[config.mk]
export PLATFORM = sky130hd
export DESIGN_NAME = mc_wh_link_adapter
export DESIGN_NICKNAME = d
export VERILOG_FILES = /design/src/mc_wh_pkg.sv /design/src/mc_wh_flit_deserializer.sv /design/src/mc_wh_flit_fifo.sv /design/src/mc_wh_flit_serializer.sv /design/src/mc_wh_link_adapter.sv /design/src/mc_wh_packet_framer.sv
export VERILOG_INCLUDE_DIRS = /design/src
export SDC_FILE = /design/constraint.sdc
export NUM_CORES = 1
export LEC_CHECK = 0
export BUFFER_PORTS_ARGS = -buffer_cell sky130_fd_sc_hd__buf_2
export CAP_MARGIN = 20
export CORE_ASPECT_RATIO = 1.1
export CORE_MARGIN = 2
export CORE_UTILIZATION = 51
export DETAILED_ROUTE_END_ITERATION = 16
export GPL_TIMING_DRIVEN = 1
export PLACE_DENSITY = 0.7
export SYNTH_ARGS = -nofsm -noshare
export SYNTH_HDL_FRONTEND = slang
export SYNTH_SLANG_ARGS = --single-unit
export TNS_END_PERCENT = 20
[constraint.sdc]
create_clock -name clk_i -period 7.2 [get_ports clk_i]
set_input_delay 1.08 -clock clk_i [delete_from_list [all_inputs] [get_ports clk_i]]
set_output_delay 1.08 -clock clk_i [all_outputs]
set_load 0.01 [all_outputs]
[src/mc_wh_macros.svh]
// Widths and depths shared by the manycore to wormhole link adapter.
// Include this in every file that sizes a port, a register or a FIFO from these values.
`ifndef MC_WH_MACROS_SVH
`define MC_WH_MACROS_SVH

// Wormhole flit and the number of flits per packet
`define MC_WH_FLIT_WIDTH 16
`define MC_WH_RATIO 4
`define MC_WH_PKT_WIDTH (`MC_WH_FLIT_WIDTH * `MC_WH_RATIO)

// Header fields, msb to lsb after the payload: len, y, x, reserved
`define MC_WH_X_WIDTH 4
`define MC_WH_Y_WIDTH 3
`define MC_WH_LEN_WIDTH 3
`define MC_WH_RSV_WIDTH 2

// Whatever the header leaves over carries the manycore packet
`define MC_WH_PAYLOAD_WIDTH (`MC_WH_PKT_WIDTH - `MC_WH_LEN_WIDTH - `MC_WH_Y_WIDTH \
  - `MC_WH_X_WIDTH - `MC_WH_RSV_WIDTH)

// 8 entries per flit FIFO
`define MC_WH_FIFO_LG_DEPTH 3

`endif

[src/mc_wh_pkg.sv]
// Types shared by the link adapter stages.
// Import inside a module body, or use scoped names in port lists.
`default_nettype none

`include "mc_wh_macros.svh"

package mc_wh_pkg;

  // One wormhole packet word, seen either as header fields or as flits.
  // The framer and the deserializer's checker use hdr; the serializer and the
  // deserializer's shifter use flits. flits[RATIO-1] is the head flit
  typedef union packed
  {
    struct packed
    {
      logic [`MC_WH_PAYLOAD_WIDTH-1:0] payload;
      logic [`MC_WH_LEN_WIDTH-1:0]     len;
      logic [`MC_WH_Y_WIDTH-1:0]       y_cord;
      logic [`MC_WH_X_WIDTH-1:0]       x_cord;
      logic [`MC_WH_RSV_WIDTH-1:0]     reserved;
    } hdr;
    logic [`MC_WH_RATIO-1:0][`MC_WH_FLIT_WIDTH-1:0] flits;
  } wh_packet_u;

endpackage

`default_nettype wire

[src/mc_wh_flit_deserializer.sv]
// Inbound serial-in parallel-out stage.
// Collects one packet of flits, checks its length field and hands the
// payload to the manycore side, or drops it with a one-cycle error pulse.
`default_nettype none

`include "mc_wh_macros.svh"

module mc_wh_flit_deserializer
  (input  wire logic                            clk_i
  ,input  wire logic                            rst_i

  // Flits from the inbound FIFO
  ,input  wire logic                            in_v_i
  ,input  wire logic [`MC_WH_FLIT_WIDTH-1:0]    in_flit_i
  ,output logic                                 in_ready_o

  // Manycore side
  ,output logic                                 mc_v_o
  ,output logic [`MC_WH_PAYLOAD_WIDTH-1:0]      mc_data_o
  ,input  wire logic                            mc_ready_i

  // Dropped packet with a bad length field
  ,output logic                                 len_err_o
  );

  import mc_wh_pkg::*;

  localparam int cnt_width_lp = $clog2(`MC_WH_RATIO);
  localparam logic [cnt_width_lp-1:0]     last_lp = cnt_width_lp'(`MC_WH_RATIO - 1);
  localparam logic [`MC_WH_LEN_WIDTH-1:0] len_lp  = `MC_WH_LEN_WIDTH'(`MC_WH_RATIO - 1);

  logic                    full_r;
  logic [cnt_width_lp-1:0] cnt_r;
  wh_packet_u              pkt_r;
  logic                    take_w;
  logic                    last_w;
  logic                    len_ok_w;

  // Collecting whenever no finished packet is held
  assign in_ready_o = ~full_r;
  assign take_w     = in_v_i & ~full_r;
  assign last_w     = (cnt_r == last_lp);

  // Coordinates and reserved bits are ignored; routing is already done
  assign len_ok_w  = (pkt_r.hdr.len == len_lp);
  assign mc_v_o    = full_r & len_ok_w;
  assign len_err_o = full_r & ~len_ok_w;
  assign mc_data_o = pkt_r.hdr.payload;

  always_ff @(posedge clk_i)
  begin
    if (rst_i)
    begin
      full_r <= 1'b0;
      cnt_r  <= '0;
    end
    else if (!full_r)
    begin
      if (take_w)
      begin
        full_r <= last_w;
        cnt_r  <= last_w ? '0 : cnt_r + 1'b1;
      end
    end
    // A bad packet is held for one cycle only
    else if (mc_ready_i || !len_ok_w)
      full_r <= 1'b0;
  end

  // Head flit ends up in the most significant slot
  always_ff @(posedge clk_i)
  begin
    if (take_w)
      pkt_r.flits <= {pkt_r.flits[`MC_WH_RATIO-2:0], in_flit_i};
  end

  a_err_pulse: assert property (@(posedge clk_i) disable iff (rst_i)
    len_err_o |=> !len_err_o);

endmodule

`default_nettype wire

[src/mc_wh_flit_fifo.sv]
// Single-clock flit FIFO with valid/ready on both sides.
// Used once per direction; the depth is 2**lg_depth_p entries.
`default_nettype none

`include "mc_wh_macros.svh"

module mc_wh_flit_fifo
 #(parameter int lg_depth_p = `MC_WH_FIFO_LG_DEPTH)
  (input  wire logic                         clk_i
  ,input  wire logic                         rst_i

  // Write side
  ,input  wire logic                         v_i
  ,input  wire logic [`MC_WH_FLIT_WIDTH-1:0] data_i
  ,output logic                              ready_o

  // Read side
  ,output logic                              v_o
  ,output logic [`MC_WH_FLIT_WIDTH-1:0]      data_o
  ,input  wire logic                         ready_i
  );

  localparam int depth_lp = 1 << lg_depth_p;

  logic [`MC_WH_FLIT_WIDTH-1:0] mem_r [depth_lp];
  logic [lg_depth_p-1:0]        wr_ptr_r;
  logic [lg_depth_p-1:0]        rd_ptr_r;
  logic [lg_depth_p:0]          count_r;
  logic                         full_w;
  logic                         push_w;
  logic                         pop_w;

  // Top bit of the count is only set at exactly depth_lp entries
  assign full_w = count_r[lg_depth_p];

  // A full FIFO still takes a flit when one leaves in the same cycle
  assign ready_o = ~full_w | ready_i;
  assign v_o     = (count_r != '0);
  assign data_o  = mem_r[rd_ptr_r];

  assign push_w = v_i & ready_o;
  assign pop_w  = v_o & ready_i;

  always_ff @(posedge clk_i)
  begin
    if (rst_i)
    begin
      wr_ptr_r <= '0;
      rd_ptr_r <= '0;
      count_r  <= '0;
    end
    else
    begin
      // Pointers wrap on their own
      if (push_w)
        wr_ptr_r <= wr_ptr_r + 1'b1;
      if (pop_w)
        rd_ptr_r <= rd_ptr_r + 1'b1;
      if (push_w && !pop_w)
        count_r <= count_r + 1'b1;
      else if (pop_w && !push_w)
        count_r <= count_r - 1'b1;
    end
  end

  always_ff @(posedge clk_i)
  begin
    if (push_w)
      mem_r[wr_ptr_r] <= data_i;
  end

  // No write lands on a full FIFO, so the count stays within the depth
  a_no_overflow: assert property (@(posedge clk_i) disable iff (rst_i)
    count_r <= depth_lp);

endmodule

`default_nettype wire

[src/mc_wh_flit_serializer.sv]
// Outbound parallel-in serial-out stage.
// Loads one wormhole packet when idle and sends it head flit first.
`default_nettype none

`include "mc_wh_macros.svh"

module mc_wh_flit_serializer
  (input  wire logic                         clk_i
  ,input  wire logic                         rst_i

  // Packet from the framer
  ,input  wire logic                         fr_v_i
  ,input  wire mc_wh_pkg::wh_packet_u        fr_pkt_i
  ,output logic                              fr_ready_o

  // Flits toward the outbound FIFO
  ,output logic                              ser_v_o
  ,output logic [`MC_WH_FLIT_WIDTH-1:0]      ser_flit_o
  ,input  wire logic                         ser_ready_i
  );

  import mc_wh_pkg::*;

  localparam int cnt_width_lp = $clog2(`MC_WH_RATIO);
  localparam logic [cnt_width_lp-1:0] head_lp = cnt_width_lp'(`MC_WH_RATIO - 1);

  logic                    busy_r;
  logic [cnt_width_lp-1:0] cnt_r;
  wh_packet_u              pkt_r;
  logic                    load_w;
  logic                    send_w;

  // Takes a new packet only between packets
  assign fr_ready_o = ~busy_r;
  assign load_w     = fr_v_i & ~busy_r;
  assign send_w     = busy_r & ser_ready_i;

  assign ser_v_o    = busy_r;
  // cnt_r counts down from the head flit
  assign ser_flit_o = pkt_r.flits[cnt_r];

  always_ff @(posedge clk_i)
  begin
    if (rst_i)
    begin
      busy_r <= 1'b0;
      cnt_r  <= head_lp;
    end
    else if (load_w)
    begin
      busy_r <= 1'b1;
      cnt_r  <= head_lp;
    end
    else if (send_w)
    begin
      // Tail flit accepted
      if (cnt_r == '0)
        busy_r <= 1'b0;
      else
        cnt_r <= cnt_r - 1'b1;
    end
  end

  always_ff @(posedge clk_i)
  begin
    if (load_w)
      pkt_r <= fr_pkt_i;
  end

  // A stalled flit must not change under the FIFO
  a_flit_held: assert property (@(posedge clk_i) disable iff (rst_i)
    ser_v_o && !ser_ready_i |=> ser_v_o && $stable(ser_flit_o));

endmodule

`default_nettype wire

[src/mc_wh_link_adapter.sv]
// Manycore to wormhole link adapter, single clock domain.
// Outbound: framer, serializer, FIFO. Inbound: FIFO, deserializer.
`default_nettype none

`include "mc_wh_macros.svh"

module mc_wh_link_adapter
  (input  wire logic                            clk_i
  ,input  wire logic                            rst_i

  // Destination of outbound packets, set before reset is released
  ,input  wire logic [`MC_WH_X_WIDTH-1:0]       dest_x_i
  ,input  wire logic [`MC_WH_Y_WIDTH-1:0]       dest_y_i

  // Manycore link
  ,input  wire logic                            mc_v_i
  ,input  wire logic [`MC_WH_PAYLOAD_WIDTH-1:0] mc_data_i
  ,output logic                                 mc_ready_o
  ,output logic                                 mc_v_o
  ,output logic [`MC_WH_PAYLOAD_WIDTH-1:0]      mc_data_o
  ,input  wire logic                            mc_ready_i
  ,output logic                                 len_err_o

  // Wormhole link
  ,input  wire logic                            wh_v_i
  ,input  wire logic [`MC_WH_FLIT_WIDTH-1:0]    wh_data_i
  ,output logic                                 wh_ready_o
  ,output logic                                 wh_v_o
  ,output logic [`MC_WH_FLIT_WIDTH-1:0]         wh_data_o
  ,input  wire logic                            wh_ready_i
  );

  import mc_wh_pkg::*;

  // Outbound path
  logic                         fr_v;
  wh_packet_u                   fr_pkt;
  logic                         fr_ready;
  logic                         ser_v;
  logic [`MC_WH_FLIT_WIDTH-1:0] ser_flit;
  logic                         ser_ready;

  // Inbound path
  logic                         in_v;
  logic [`MC_WH_FLIT_WIDTH-1:0] in_flit;
  logic                         in_ready;

  mc_wh_packet_framer framer
    (.clk_i(clk_i)
    ,.rst_i(rst_i)
    ,.dest_x_i(dest_x_i)
    ,.dest_y_i(dest_y_i)
    ,.mc_v_i(mc_v_i)
    ,.mc_data_i(mc_data_i)
    ,.mc_ready_o(mc_ready_o)
    ,.fr_v_o(fr_v)
    ,.fr_pkt_o(fr_pkt)
    ,.fr_ready_i(fr_ready));

  mc_wh_flit_serializer serializer
    (.clk_i(clk_i)
    ,.rst_i(rst_i)
    ,.fr_v_i(fr_v)
    ,.fr_pkt_i(fr_pkt)
    ,.fr_ready_o(fr_ready)
    ,.ser_v_o(ser_v)
    ,.ser_flit_o(ser_flit)
    ,.ser_ready_i(ser_ready));

  mc_wh_flit_fifo out_fifo
    (.clk_i(clk_i)
    ,.rst_i(rst_i)
    ,.v_i(ser_v)
    ,.data_i(ser_flit)
    ,.ready_o(ser_ready)
    ,.v_o(wh_v_o)
    ,.data_o(wh_data_o)
    ,.ready_i(wh_ready_i));

  mc_wh_flit_fifo in_fifo
    (.clk_i(clk_i)
    ,.rst_i(rst_i)
    ,.v_i(wh_v_i)
    ,.data_i(wh_data_i)
    ,.ready_o(wh_ready_o)
    ,.v_o(in_v)
    ,.data_o(in_flit)
    ,.ready_i(in_ready));

  mc_wh_flit_deserializer deserializer
    (.clk_i(clk_i)
    ,.rst_i(rst_i)
    ,.in_v_i(in_v)
    ,.in_flit_i(in_flit)
    ,.in_ready_o(in_ready)
    ,.mc_v_o(mc_v_o)
    ,.mc_data_o(mc_data_o)
    ,.mc_ready_i(mc_ready_i)
    ,.len_err_o(len_err_o));

endmodule

`default_nettype wire

[src/mc_wh_packet_framer.sv]
// Outbound stage that wraps a manycore payload in a wormhole header.
// One-entry register slice with valid/ready on both sides; full throughput.
`default_nettype none

`include "mc_wh_macros.svh"

module mc_wh_packet_framer
  (input  wire logic                            clk_i
  ,input  wire logic                            rst_i

  // Quasi-static destination, sampled per accepted packet
  ,input  wire logic [`MC_WH_X_WIDTH-1:0]       dest_x_i
  ,input  wire logic [`MC_WH_Y_WIDTH-1:0]       dest_y_i

  // Manycore side
  ,input  wire logic                            mc_v_i
  ,input  wire logic [`MC_WH_PAYLOAD_WIDTH-1:0] mc_data_i
  ,output logic                                 mc_ready_o

  // Toward the serializer
  ,output logic                                 fr_v_o
  ,output mc_wh_pkg::wh_packet_u                fr_pkt_o
  ,input  wire logic                            fr_ready_i
  );

  import mc_wh_pkg::*;

  // Flits in a packet, minus one, as the length field expects
  localparam logic [`MC_WH_LEN_WIDTH-1:0] len_lp = `MC_WH_LEN_WIDTH'(`MC_WH_RATIO - 1);

  logic accept_w;

  // Room when empty or when the held packet leaves this cycle
  assign mc_ready_o = ~fr_v_o | fr_ready_i;
  assign accept_w   = mc_v_i & mc_ready_o;

  always_ff @(posedge clk_i)
  begin
    if (rst_i)
      fr_v_o <= 1'b0;
    else if (mc_ready_o)
      fr_v_o <= mc_v_i;
  end

  always_ff @(posedge clk_i)
  begin
    if (accept_w)
    begin
      fr_pkt_o.hdr.payload  <= mc_data_i;
      fr_pkt_o.hdr.len      <= len_lp;
      fr_pkt_o.hdr.y_cord   <= dest_y_i;
      fr_pkt_o.hdr.x_cord   <= dest_x_i;
      fr_pkt_o.hdr.reserved <= '0;
    end
  end

  // A stalled packet must not change under the serializer
  a_pkt_held: assert property (@(posedge clk_i) disable iff (rst_i)
    fr_v_o && !fr_ready_i |=> fr_v_o && $stable(fr_pkt_o));

endmodule

`default_nettype wire

==> results.txt, run 1 <==
post-synthesis cell count: 813
pre-CTS setup slack: 3.69 ns
Vert. Die Dim: 199 um
asr flop ratio synth: 0%
Worst Hold Class: register to register
Post-Syn Area: 17500 um^2
Pre-antenna DRT Iters: 4
DP HPWL: 18.1 mm
filler-free cell count of the finished design: 1421
final setup vio count: 0
DRC violations left: 0
Post-CTS Hold Fix Bufs: 0
arrival time of the worst setup path: 2.67 ns
Synth Flop Type: edfxtp_1
number of buffers created by CTS: 45
WL met1: 12.6 mm
final instance area: 19900 um^2
number of global-route vias before repair: 7792
Sink Count: 468
root buf cell: clkbuf_16
CP required: 6.12 ns
distinct cell type count after synthesis: 39
met2 wire len: 15.4 mm
simple-gate share of the synthesized area: 2.17%
first-pass GRT wire length: 45.8 mm
Slew @ Worst Pin: 1.07 ns
sequential element share of the synthesized area: 78.4%
most frequent cells in the layout: edfxtp_1 (438), buf_2 (153), mux4_1 (45), clkbuf_16 (45), mux2_2 (34)
headroom to the max-slew limit: 28.5%
Synth Area in Compound Gates: 0.955%
share of cells above drive strength 1: 32.1%
final hold violation count: 0
Post-synth EDFFs: 438
largest net degree at the start of global routing: 70
row cnt: 71
post-synthesis mux area share: 13.3%
Final ANT Viol Nets: 0
CTS resizes: 0
Yosys reg bits: 468
placed insts: 1330
Mean Syn Cell Area: 21.6 um^2
Reg clk slew, reported paths: 0.06 ns
Final Max Slew Viols: 0
PD cells: 353 nW/um^2
All-Layer GR Usage: 17.0%
placed cell area: 18400 um^2
crit path launch type: register
Post-Synth Adder-Cell Area: 1.08%
Post-CTS Setup Repair Bufs: 0
RSZ-0062 raised after global routing: false
Routed WL: 30.2 mm
Post-Synth XOR/XNOR Area: 0.549%
commonest non-fill, non-tap cell in the layout: edfxtp_1
Layout area overhead: 13.4%
total gr overflow: 0
largest family of logic cells by synthesized area: multiplexers
drt wl/cell: 21.3 um
initial antenna violation count: 6
clk_skew: 0.0100 ns
CP Capture Type: output pin
VDD IR max: 238 uV
1st-iter DRT viols: 625
status: complete, no violations
final setup margin: 3.45 ns
leakage power: 6.83 nW
via-per-instance ratio: 5.40
Die Span X: 181 um
YS warnings: 0
top sig layer: met5
setup TNS: 0 ns
Total Nets Final: 1039
met3 routed WL: 1.46 mm
Routability Congestion: 0.756
Max Fanout on Critical Path: 32
Fmax: 267 MHz
H-tree Lvls: 2
Vias: 7675
syn_nets: 908
I/O Buffers: 153
total of max-cap violations: 0
Initial Utilization: 51.6%
final worst path period share: 52.1%
clock latency at the later pin of the worst-skew pair: 0.55 ns
Overall Power: 7.03 mW
maximum clock path buffer count: 3
IO Pins: 154
Worst Setup Path Type: register to output pin
fin crit period: 3.75 ns
Die Area: 35900 um^2
Core Region: 34000 um^2
CTS tree: yes
## report_power, final
part / internal (mW) / switching, mW / total [mW]
Sequential: 3.43 / 0.224 / 3.65
Clock: 1.26 / 0.963 / 2.22
Combinational: 0.558 / 0.591 / 1.15
Total: 5.25 / 1.78 / 7.03
## worst paths after layout
check	from	to	slack (ns)	cells past startpoint
worst max register to register	out_fifo.count_r[3]$_SDFFE_PP0P_	out_fifo.count_r[3]$_SDFFE_PP0P_	4.38	10
worst max-delay path	register	wh_data_o[2]	3.45	3
worst min register to register	framer.fr_pkt_o[62]$_DFFE_PP_	serializer.pkt_r[62]$_DFFE_PP_	0.42	0
worst min-delay path	framer.fr_pkt_o[62]$_DFFE_PP_	serializer.pkt_r[62]$_DFFE_PP_	0.42	0
## cell families (layout without fill, tap and decap cells)
group / after synthesis / after routing
AO/OA/AOI/OAI: 28 / 28
XOR/XNOR: 11 / 11
adder cells (fa/ha/maj): 14 / 14
buffers and inverters: 88 / 255
flip-flops: 468 / 468
multiplexers: 119 / 119
other: 0 / 3
AND/OR/NAND/NOR: 85 / 85
## through the flow
| stage | util, % | hold WS, ns |
|---|---|---|
| 6_report | 58.5 | 0.416 |
| 5_1_grt | 58.5 | 0.423 |
| 4_1_cts | 58.3 | 0.408 |
| 3_5_place_dp | 54.2 | 0.405 |
| 3_3_place_gp | 54.2 | 0.400 |
| 2_1_floorplan | - | 0.400 |
## final cells by class
cell class                 instances  area [um^2]
fill                            2408        14100
timing repair buffer             164          880
multi-input combinational        257         3290
antenna                            3         7.51
clock inverter                    30          238
clock buffer                      53         1160
sequential                       468        13800
inverter                           8         30.0
tap                              438          548
## state kept, by name (all words and copies together), names as in the netlist, 2 cells and up, named ones only
register / cells
serializer.pkt_r: 59
in_fifo.count_r: 4
framer.fr_pkt_o: 59
out_fifo.mem_r: 128
out_fifo.wr_ptr_r: 3
serializer.cnt_r: 2
in_fifo.mem_r: 128
out_fifo.count_r: 4
in_fifo.wr_ptr_r: 3
in_fifo.rd_ptr_r: 3
deserializer.pkt_r: 64
deserializer.cnt_r: 2
out_fifo.rd_ptr_r: 3
## synth_stat cells (3+ instances only)
cell type	n	share of area, %
edfxtp_1	438	75
buf_4	52	2.2
mux4_1	45	6.7
nor2_1	41	0.88
mux2_2	34	2.2
dfxtp_1	30	3.4
mux4_2	30	3.9
nand2_1	17	0.36
ha_1	12	0.86
a21oi_1	11	0.31
clkbuf_1	11	0.24
mux2i_1	10	0.57
buf_6	8	0.51
inv_1	8	0.17
nand2b_1	6	0.21
nor3_1	6	0.17
o21ai_0	6	0.17
xor2_1	6	0.30
nand3_1	5	0.14
xnor2_1	5	0.25
buf_2	4	0.11
a211oi_1	3	0.13
clkbuf_8	3	0.24
## per-layer routing
metal  global-route usage [%]  up-vias
li1                         -     3509
met1                     22.3     3907
met2                     28.4      196
met3                     3.59       59
met4                     6.03        4
met5                        0        -
## critical path, cell delays in order (launching register included)
cell,delay [ns]
dfxtp_2,1.00
mux4_1,0.66
mux2_2,0.30
buf_2,0.15
Power figures use the tool's default switching activity.
==> run 2, diff against run 1 <==
==> constraint.sdc (replaced) <==
create_clock -name clk_i -period 3.8 [get_ports clk_i]
set_input_delay 0.57 -clock clk_i [delete_from_list [all_inputs] [get_ports clk_i]]
set_output_delay 0.57 -clock clk_i [all_outputs]
set_load 0.01 [all_outputs]
==> run 2 against run 1 <==
- critical path depth is 1 higher
- count of clock-buffer cells in the layout is 2 higher
- sequential power is 89% higher
- largest power group unchanged
- power is 91% higher
- critical endpoint is now wh_data_o[9]
- via count is 0.51% lower
- largest cell class unchanged
- hold slack worse by 0.22 ns
- sequential cell count stayed put
- register-to-register slack worse by 3.3 ns
- non-clock buffer count is 12 higher
==> results.txt, run 2 (synthesized netlist as in run 1, its figures left out) <==
status: complete, no violations
Post-CTS Hold Fix Bufs: 0
hold slack: 0.198 ns
largest net degree at the start of global routing: 70
first-pass GRT wire length: 44.7 mm
1st-iter DRT viols: 564
biggest regs: in_fifo.mem_r x128, out_fifo.mem_r x128, deserializer.pkt_r x64
Routability Congestion: 0.747
source of the worst register-to-register timing path: out_fifo.count_r[3]$_SDFFE_PP0P_
leakage power: 6.90 nW
CP Capture Type: output pin
Slew @ Worst Pin: 1.03 ns
Die Span X: 181 um
Worst Hold Depth: 1
total gr overflow: 0
most frequent cells in the layout: edfxtp_1 (438), buf_2 (153), mux4_1 (45), clkbuf_16 (45), nor2_1 (41)
Final Max Slew Viols: 0
Worst path slowest cell: dfxtp_2
number of global-route vias before repair: 7773
Vert. Die Dim: 199 um
headroom to the max-slew limit: 31.0%
final hold violation count: 0
CP required: 3.23 ns
DRC violations left: 0
WHS Endpoint: framer.fr_pkt_o[47]$_DFFE_PP_
filler-free cell count of the finished design: 1435
H-tree Lvls: 2
Max Fanout on Critical Path: 17
row cnt: 71
root buf cell: clkbuf_16
setup TNS: 0 ns
Routed WL: 29.6 mm
crit path launch type: register
Fmax: 327 MHz
fin crit period: 3.06 ns
I/O Buffers: 153
reg-to-reg endpoint: out_fifo.count_r[3]$_SDFFE_PP0P_
CP Cell Sequence: buf_12, mux4_1, mux2_2, buf_2
clock latency at the later pin of the worst-skew pair: 0.55 ns
min-delay src: mc_data_i[35]
arrival time of the worst setup path: 2.49 ns
Final ANT Viol Nets: 0
total of max-cap violations: 0
drt wl/cell: 20.6 um
clk_skew: 0.0238 ns
CTS resizes: 0
crit path buf inv count: 2
Sink Count: 468
FF-to-FF path depth: 10
Crit path depth: 4
CP peak stage delay: 0.67 ns
Pre-antenna DRT Iters: 4
Post-CTS Setup Repair Bufs: 0
DP HPWL: 18.1 mm
VDD IR max: 480 uV
Core Region: 34000 um^2
placed insts: 1347
final setup vio count: 0
IO Pins: 154
initial antenna violation count: 11
All-Layer GR Usage: 16.6%
Layout area overhead: 13.8%
via-per-instance ratio: 5.32
Initial Utilization: 51.6%
Vias: 7636
RSZ-0062 raised after global routing: false
final worst path period share: 80.6%
Total Nets Final: 1050
PD cells: 671 nW/um^2
Top Family by Delay on Critical Path: multiplexers
share of cells above drive strength 1: 32.1%
Reg clk slew, reported paths: 0.06 ns
Worst Setup Path Type: register to output pin
commonest non-fill, non-tap cell in the layout: edfxtp_1
number of buffers created by CTS: 44
CTS tree: yes
maximum clock path buffer count: 3
Die Area: 35900 um^2
r2r setup slk: 1.06 ns
Worst Hold Class: primary input to register
==> run 2: cell count changes in the layout (fill, tap and decap cells not counted), sizes merged <==
cell / before / now
bufinv: 3 / 5
clkbuf: 53 / 55
diode: 3 / 8
clkinv: 23 / 13
clkinvlp: 1 / 4
buf: 164 / 176
==> run 2: power by group <==
| group | internal, mW | switching (mW) |
|---|---|---|
| sequential | 6.50 | 0.409 |
| clock | 2.52 | 1.77 |
| combinational | 1.06 | 1.14 |
| total | 10.1 | 3.32 |
==> run 2: metrics by stage <==
stage | setup slack (ns) | util [%] | area, um^2 | power [mW]
floorplan | 0.292 | - | 17600 | 8.81
global placement | 0.827 | 54.5 | 18500 | 9.19
detailed placement | 0.785 | 54.5 | 18500 | 9.25
CTS | 0.664 | 58.7 | 20000 | 13.6
global route | 0.597 | 58.7 | 20000 | 14.0
finish | 0.737 | 58.7 | 20000 | 13.4
==> run 2: layout make-up <==
type	instances	area (um^2)
diodes	8	20.0
clock buffers	55	1160
clock inverters	25	262
fillers	2419	14000
inverters	8	30.0
multi-input cells	257	3240
flip-flops and latches	468	13800
well taps	438	548
repair buffers	176	951
==> run 2: worst max-delay path by stage <==
stage,start,slack (ns),endpoint
2_1_floorplan,framer.fr_v_o$_SDFFE_PP0N_,0.29,serializer.pkt_r[12]$_DFFE_PP_
3_3_place_gp,wh_ready_i,0.83,out_fifo.count_r[3]$_SDFFE_PP0P_
3_5_place_dp,wh_ready_i,0.79,out_fifo.count_r[3]$_SDFFE_PP0P_
4_1_cts,register,0.66,wh_data_o[9]
5_1_grt,register,0.60,wh_data_o[9]
6_report,register,0.74,wh_data_o[9]
==> run 2: per-layer routing <==
layer	wire length, um	vias up	track usage, %	part of all wire (%)
li1	-	3531	-	-
met1	11800	3898	20.2	40
met2	15700	153	29.3	53
met3	1320	50	3.53	4.4
met4	732	4	6.39	2.5
met5	24	-	0	0.081
